**config.mk**
```make
export PLATFORM = sky130hd
export DESIGN_NAME = rtc_counter
export DESIGN_NICKNAME = d
export VERILOG_FILES = /design/src/aopd_pkg.sv /design/src/rtc_counter.sv
export SDC_FILE = /design/constraint.sdc
export NUM_CORES = 1
export LEC_CHECK = 0
export CAP_MARGIN = 20
export CORE_ASPECT_RATIO = 1.4
export CORE_UTILIZATION = 50
export DETAILED_ROUTE_END_ITERATION = 6
export DONT_BUFFER_PORTS = 1
export HOLD_SLACK_MARGIN = 0.03
export MAX_ROUTING_LAYER = met4
export PLACE_DENSITY = 0.62
export SYNTH_ARGS = -nofsm -noshare
export SYNTH_HDL_FRONTEND = slang
export SYNTH_SLANG_ARGS = --single-unit
```
**constraint.sdc**
```tcl
create_clock -name clk_32k -period 7.16 [get_ports clk_32k]
set_input_delay 0.358 -clock clk_32k [delete_from_list [all_inputs] [get_ports clk_32k]]
set_output_delay 0.358 -clock clk_32k [all_outputs]
set_load 0.03 [all_outputs]
```
**src/aopd_pkg.sv**
```systemverilog
`default_nettype none

package aopd_pkg;

	// --------------------
	// widths and defaults
	// --------------------
	parameter int CNT_W = 32;

	// slow clocks per count
	parameter int DIV = 32;

	// --------------------
	// register map
	// --------------------
	typedef enum logic [3:0] {
		REG_CTRL   = 4'h0,
		REG_CNT    = 4'h4,
		REG_ALARM  = 4'h8,
		REG_STATUS = 4'hC
	} aopd_reg_e;

	// status bit positions
	localparam int STAT_ALARM = 0;
	localparam int STAT_BUSY  = 1;

	// --------------------
	// bundles
	// --------------------
	// active-low reset levels per domain
	typedef struct packed {
		logic rtc_rstn;
		logic por_psync_n;
		logic por_dbg_psync_n;
	} aopd_rst_t;

	// apb request side, pready tied high
	typedef struct packed {
		logic             psel;
		logic             penable;
		logic             pwrite;
		logic [3:0]       paddr;
		logic [CNT_W-1:0] pwdata;
	} apb_req_t;

endpackage

`default_nettype wire

```
**src/rtc_counter.sv**
```systemverilog
`default_nettype none

module rtc_counter #(
	parameter int CNT_W = aopd_pkg::CNT_W,
	parameter int DIV   = aopd_pkg::DIV
) (
	input  wire logic             clk_32k,
	input  wire logic             rtc_rstn,
	input  wire logic             en_s,
	input  wire logic             load_s,
	input  wire logic [CNT_W-1:0] load_val,
	input  wire logic [CNT_W-1:0] alarm_val,
	output logic      [CNT_W-1:0] cnt_gray,
	output logic                  alarm_hit
);

	localparam int PS_W = (DIV > 1) ? $clog2(DIV) : 1;
	localparam logic [PS_W-1:0] PS_LAST = PS_W'(DIV - 1);

	logic [PS_W-1:0]  presc;
	logic [PS_W-1:0]  presc_next;
	logic [CNT_W-1:0] cnt_bin;
	logic [CNT_W-1:0] cnt_next;
	logic             tick;

	// --------------------
	// prescaler
	// --------------------
	assign tick = en_s && (presc == PS_LAST);

	always_comb begin
		presc_next = presc;
		if (load_s || !en_s) begin
			// keep phase at zero while stopped
			presc_next = '0;
		end else if (tick) begin
			presc_next = '0;
		end else begin
			presc_next = presc + 1'b1;
		end
	end

	// --------------------
	// counter
	// --------------------
	always_comb begin
		cnt_next = cnt_bin;
		if (load_s) begin
			cnt_next = load_val;
		end else if (tick) begin
			cnt_next = cnt_bin + 1'b1;
		end
	end

	always_ff @(posedge clk_32k or negedge rtc_rstn) begin
		if (!rtc_rstn) begin
			presc    <= '0;
			cnt_bin  <= '0;
			cnt_gray <= '0;
		end else begin
			presc   <= presc_next;
			cnt_bin <= cnt_next;
			// gray copy for the pclk side, one bit flips per count
			cnt_gray <= cnt_next ^ (cnt_next >> 1);
		end
	end

	// alarm value is quasi-static while armed
	assign alarm_hit = (cnt_bin == alarm_val);

endmodule

`default_nettype wire

```
==> results.cfg, run 1 <==
[status]
outcome = finished clean

[min_path]
min_from = en_s
hold_class = primary input to flop

[worst_setup_path]
crit_type = flop to flop
crit_arrival_ns = 3.28
reg2reg_depth = 8
cp.required_ns = 7.43
critPathMaxStageDelay_ns = 0.49
cp_common_cell = ha_1
worst_setup_path_start_kind = flop
r2r_slack_ns = 4.16
r2r-end = cnt_gray[16]$_DFF_PN0_
end_kind = flop
endpoint = cnt_gray[16]$_DFF_PN0_
critical_path.slowest_cell = nand3_1
cp_max_fo = 12
reg2reg_from = presc[0]$_DFF_PN0_
crit_start = presc[0]$_DFF_PN0_
crit_path_cell_trace = ha_1 > and3_1 > ha_1 > and4_1 > nand3_1 > or3_1 > a31oi_1 > xor2_1

[synth]
synth_top_family_by_area = simple AND/OR/NAND/NOR gates
yosys.area_share.adder = 0.00999
synthSimpleGateAreaFrac = 0.188
ys_types = 41
synthXorXnorAreaFrac = 0.177
synth_area_mm2 = 0.00376
synth-compound-area-share = 0.102
synth_nets = 433
synth-seq-area-share = 0.453
synth_seq_cells = 68
avgSynthCellArea_um2 = 10.4
ys_warn_count = 0
netlist_instances = 362
synth_mux_area_frac = 0.0213

[detailed_routing]
drt_iter0_markers = 206
routed_wl_um = 8730
via_per_inst = 5.87
final_antenna_net_count = 0
vias = 2702
drcViolationCount = 0
routedWlPerCell_um = 19.0
firstDrtPassIters = 4

[sta]
layout_min_cycle_time_ns = 3.00
rsz0062_at_grt = false
final_max_slew_viol_count = 0
fin_worst_skew_ns = 0.00977
setup_tns_ns = 0
fin_crit_sh = 0.420
setup_viol = 0
fmax_mhz = 333
timing.hold.ws_ns = 0.163
maxSlewHeadroom = 0.345
hold_viol_final = 0
tightest_slew_ns = 0.982

[final_layout]
drive_gt1_frac = 0.0909
layout_common_cells = dfrtp_1, xor2_1, xnor2_1, inv_1, nand2_1
diodes = 0
fin_nets = 429
layout_commonest_cell = dfrtp_1
syn_to_final_growth_pct = 7.16

[die]
die_w_um = 75.3
dieArea_mm2 = 0.00787
row_count = 37
die-height_um = 105
io_pins = 101
core_mm2 = 0.00731
initial_utilization = 0.514

[clocking]
clockBufferDepth = 2
tritoncts = yes
post_cts_resized = 0
post_cts_buffers = 0
clk_pin_slew_ns = 0.07
clock-sinks = 68
cts_buffers = 9
clk_latency_ns = 0.35
cts_max_level = 3
cts_root_buffer = clkbuf_8

[power_and_ir_drop]
power_density_mw_per_mm2 = 247
vdd_drop_max_uv = 136
leakage_nw = 1.67

[placement]
dpl.hpwl_um = 6340
place_congestion = 0.848
io_buffer_count = 0

[grt]
grt.total_usage = 0.254
grt_max_degree = 69
grt_pass1_wl_um = 14100
antenna_found_initial = 0
overflow = 0
grt_pass1_vias = 2806

[job]
maxCapViolCount = 0
## logic make-up after synthesis
group                    Yosys count
AND/OR/NAND/NOR                  123
flip-flops                        68
adder cells (fa/ha/maj)            3
buffers and inverters             41
AO/OA/AOI/OAI                     43
multiplexers                       8
XOR/XNOR                          76
## registers in the layout, indices dropped and copies added, names as in the netlist
register and cells:
cnt_bin 32, presc 5, cnt_gray 31
## critical path, delay by kind of cell (launching register included)
kind | cells | cell delay [ns]
flops | 1 | 0.37
simple gates | 4 | 1.61
xor+xnor | 1 | 0.17
fa+ha+maj | 2 | 0.45
compound gates | 1 | 0.32
## routing by layer
metal  global-route usage  routed length [um]  share of wire
met1                0.316                3400           0.39
met2                0.380                4310           0.49
met3               0.0752                 775          0.089
met4                0.112                 244          0.028
met5                    -                   0              0
## synthesized netlist by cell type
library cell,instances,area share
clkbuf_1,5,0.0050
o31a_1,8,0.019
mux2i_1,8,0.021
nand4_4,1,0.0057
nand4_1,10,0.017
inv_1,24,0.024
nand4b_1,1,0.0023
buf_6,1,0.0030
and3_1,11,0.018
or4_1,7,0.014
dfrtp_1,68,0.45
and4_1,5,0.012
nand3_2,2,0.0053
a31oi_2,3,0.010
a21oi_1,3,0.0040
o21a_1,1,0.0020
nor3_1,2,0.0027
nand3_1,14,0.019
nand3b_1,1,0.0020
o211ai_1,2,0.0040
o31ai_1,5,0.010
nand2_1,24,0.024
a31o_2,3,0.0070
nor2_1,14,0.014
o31ai_2,5,0.017
a31oi_1,4,0.0067
buf_1,2,0.0020
and2_1,1,0.0017
ha_1,3,0.010
buf_2,5,0.0067
o21ai_0,4,0.0053
o31ai_4,2,0.011
buf_4,4,0.0080
nand2b_1,10,0.017
xnor2_1,28,0.065
nor4_1,17,0.028
or3_1,2,0.0033
o21ai_1,1,0.0013
xor2_1,48,0.11
o41ai_1,2,0.0047
and4_4,1,0.0030
## layout make-up
type	count	area [um^2]
clock buffer	12	155
timing repair buffer	2	37.5
sequential	68	1700
multi-input combinational	253	1870
fill	689	3290
clock inverter	4	47.5
tap	97	121
inverter	24	90.1
## per-stage QoR
stage | instances | cell area, um^2 | total power (W) | setup slack, ns | utilization
after floorplan | 362 | 3760 | 0.000644 | 4.89 | -
after global placement | 442 | 3780 | 0.000667 | 4.31 | 0.517
after detailed placement | 442 | 3780 | 0.000670 | 4.20 | 0.517
after CTS | 460 | 4030 | 0.00101 | 4.17 | 0.550
after global routing | 460 | 4030 | 0.00105 | 3.89 | 0.550
final | 460 | 4030 | 0.000995 | 4.16 | 0.550
## repair_timing
action | in CTS | in global routing
hold buffers | 2 | 0
hold endpoints to repair | 68 | 0
setup endpoints to repair | 0 | 0
## power breakdown
| group | switching (W) | internal [W] | total, W |
|---|---|---|---|
| Combinational | 0.0000699 | 0.0000585 | 0.000128 |
| Clock | 0.000145 | 0.000179 | 0.000323 |
| Sequential | 0.000110 | 0.000433 | 0.000543 |
| Total | 0.000324 | 0.000670 | 0.000995 |
## worst min path at each step
stage | endpoint | slack (ns) | cells past startpoint
4_1_cts | presc[1]$_DFF_PN0_ | 0.15 | 1
3_3_place_gp | cnt_gray[12]$_DFF_PN0_ | 0.06 | 0
2_1_floorplan | cnt_bin[0]$_DFF_PN0_ | 0.06 | 0
6_report | presc[1]$_DFF_PN0_ | 0.16 | 1
3_5_place_dp | cnt_gray[13]$_DFF_PN0_ | 0.06 | 0
5_1_grt | cnt_bin[20]$_DFF_PN0_ | 0.16 | 2
Note: power is estimated with default switching activity, not from simulation.
==> inputs of run 2 (changes only) <==
--- a/config.mk
+++ b/config.mk
@@ -5,6 +5,7 @@
 export SDC_FILE = /design/constraint.sdc
 export NUM_CORES = 1
 export LEC_CHECK = 0
+export ABC_AREA = 1
 export CAP_MARGIN = 20
 export CORE_ASPECT_RATIO = 1.4
 export CORE_UTILIZATION = 50
==> constraint.sdc (replaced) <==
create_clock -name clk_32k -period 2.79 [get_ports clk_32k]
set_input_delay 0.1395 -clock clk_32k [delete_from_list [all_inputs] [get_ports clk_32k]]
set_output_delay 0.1395 -clock clk_32k [all_outputs]
set_load 0.03 [all_outputs]
==> run 2 against run 1 <==
Against the previous run: sequential power rose by 140%; final area grew 25%; non-clock buffer count rose by 30; clock power rose to 3.5 times the previous value; via count rose by 44%; synthesized cell count is 67% higher; total power grew to 2.9 times the previous value; cell count is 61% higher.
==> results.cfg, run 2 <==
[status]
outcome = finished clean

[synth]
synthTopCellsByArea = dfrtp_1, nand2_1, nand3_1, xnor2_1, inv_1
ys_types = 33
netlist_instances = 603
synth-seq-area-share = 0.395
synth_top_area_share = 0.395
synth_flop_cell = dfrtp_1
avgSynthCellArea_um2 = 7.14
ys_warn_count = 0
synth_nets = 674
synth_most_common_cell = nand2_1
synth_commonest_cells = nand2_1, dfrtp_1, inv_1, nand3_1, nor2_1
synth_edf_count = 0
synthArstFlopShare = 1.00
synth_top_cell_by_area = dfrtp_1
synth_seq_cells = 68
synth_area_mm2 = 0.00431

[detailed_routing]
final_antenna_net_count = 0
via_per_inst = 5.24
drcViolationCount = 0
drt_iter0_markers = 177
firstDrtPassIters = 4
routedWlPerCell_um = 15.3
routed_wl_um = 11300
vias = 3890

[worst_setup_path]
crit_start = presc[0]$_DFF_PN0_
crit_type = flop to flop
r2r_slack_ns = 0.23
r2r-end = cnt_bin[16]$_DFF_PN0_
endpoint = cnt_bin[16]$_DFF_PN0_
end_kind = flop
critical_path.slowest_cell = dlygate4sd3_1
cp_common_cell = nand2_1
reg2reg_depth = 13
cp_max_fo = 10
crit_path_cell_trace = ha_1 > nand2_1 > nor2_1 > ha_1 > nand2_2 > inv_2 > nand3_2 > nor2_2 > nand2_1 > nand2_1 > nand2_1 > o21ai_2 > dlygate4sd3_1
cp.required_ns = 3.05
crit_arrival_ns = 2.82
critPathMaxStageDelay_ns = 0.57
worst_setup_path_start_kind = flop
reg2reg_from = presc[0]$_DFF_PN0_

[power_and_ir_drop]
power_switching_w = 0.000901
intPower_w = 0.00199
power_density_mw_per_mm2 = 575
p_comb_frac = 0.150
pwr-share-seq = 0.459
vdd_drop_max_uv = 523
clock_power_share = 0.391
p_sw_frac = 0.312
leakage_nw = 2.41

[placement]
dpl.hpwl_um = 8390
place_congestion = 0.903
placed_area_mm2 = 0.00439
detailedPlace.worstSlack_ns = 0.545
io_buffer_count = 0

[grt]
grt_pass1_wl_um = 18600
antenna_found_initial = 0
overflow = 0
grt.total_usage = 0.282
grt_pass1_vias = 4020
grt_max_degree = 69

[job]
maxCapViolCount = 0

[sta]
final_max_slew_viol_count = 0
fin_worst_skew_ns = 0.00684
fmax_mhz = 391
maxSlewHeadroom = 0.633
setup_ws_ns = 0.230
layout_min_cycle_time_ns = 2.56
hold_viol_final = 0
setup_viol = 0
rsz0062_at_grt = false
tightest_slew_ns = 0.548
fin_crit_sh = 0.918
setup_tns_ns = 0
timing.hold.ws_ns = 0.0396

[final_layout]
multi_input_area_mm2 = 0.00231
finish.utilization = 0.609
fillers = 756
layout_common_cells = nand2_1, dfrtp_1, inv_1, nand3_1, nor2_1
regMostFlops = cnt_bin
reg.largest.list = cnt_bin: 32 flops, cnt_gray: 31 flops, presc: 5 flops
syn_to_final_growth_pct = 16.7
fin_nets = 706
diodes = 0
seq_area_mm2 = 0.00170
layout_commonest_cell = nand2_1
largest_reg_flops = 32
drive_gt1_frac = 0.119
fin_area_mm2 = 0.00502

[clocking]
clock-sinks = 68
cts_buffers = 9
cts_root_buffer = clkbuf_16
cts_max_level = 3
clockBufferDepth = 2
clk_pin_slew_ns = 0.06
clk_latency_ns = 0.33
post_cts_buffers = 0
tritoncts = yes

[min_path]
hold_class = primary input to flop
hold-path-cell-count = 3

[die]
core_mm2 = 0.00825
row_count = 39
initial_utilization = 0.522
die_w_um = 80.4
io_pins = 101
die-height_um = 112
dieArea_mm2 = 0.00899
## run 2: cell count changes after synthesis, sizes merged, moves of 18 or more
cell,delta
nand2,+207
nor2,+46
inv,+40
nand3,+37
xor2,-36
or2,+18
## run 2: power groups by stage
stage | registers, W | logic [W] | clock network (W)
2_1_floorplan | 0.00131 | 0.000317 | 0
3_3_place_gp | 0.00134 | 0.000355 | 0
3_5_place_dp | 0.00134 | 0.000363 | 0
4_1_cts | 0.00133 | 0.000435 | 0.00114
5_1_grt | 0.00134 | 0.000498 | 0.00120
6_report | 0.00133 | 0.000432 | 0.00113
## run 2: metal layers
layer | vias up | routed length, um | track usage
li1 | 1960 | - | -
met1 | 1815 | 4520 | 0.298
met2 | 90 | 6120 | 0.512
met3 | 25 | 377 | 0.0451
met4 | 0 | 305 | 0.104
met5 | - | 0 | -
## run 2: stage by stage
step                      std cells  power, W
after floorplan                 603   0.00163
after global placement          695   0.00170
after detailed placement        695   0.00171
after CTS                       742   0.00291
after global routing            742   0.00303
final                           742   0.00289
## run 2: timing repair
| item | 4_1_cts | 5_1_grt |
|---|---|---|
| setup endpoints to repair | 0 | 1 |
| hold endpoints to repair | 107 | 0 |
| hold buffers | 31 | 0 |
| gates resized for setup | 0 | 1 |
## run 2: worst max-delay path, delay by kind of cell (launching register included)
family | cells | cell delay, ns
flops | 1 | 0.37
compound gates | 1 | 0.16
buf+inv | 2 | 0.78
fa+ha+maj | 2 | 0.36
simple gates | 8 | 0.85
## run 2: kinds of logic after synthesis
group           share of synthesized area
fa+ha+maj                         0.00872
simple gates                        0.400
buf+inv                            0.0692
compound gates                     0.0480
xor+xnor                           0.0793
flops                               0.395
## run 2: layout make-up
class,instances,area share
multi-input combinational,459,0.460
clock buffer,12,0.0491
timing repair buffer,32,0.0687
sequential,68,0.339
tap,102,0.0254
inverter,65,0.0486
clock inverter,4,0.00971
## run 2: how the worst min path moves through the flow
stage	slack (ns)	endpoint	start
after floorplan	-0.16	cnt_bin[0]$_DFF_PN0_	rtc_rstn
after global placement	-0.15	cnt_bin[27]$_DFF_PN0_	rtc_rstn
after detailed placement	-0.15	cnt_bin[27]$_DFF_PN0_	rtc_rstn
after CTS	0.04	cnt_gray[26]$_DFF_PN0_	load_val[27]
after global routing	0.05	cnt_gray[26]$_DFF_PN0_	load_val[27]
final	0.04	cnt_gray[26]$_DFF_PN0_	load_val[27]
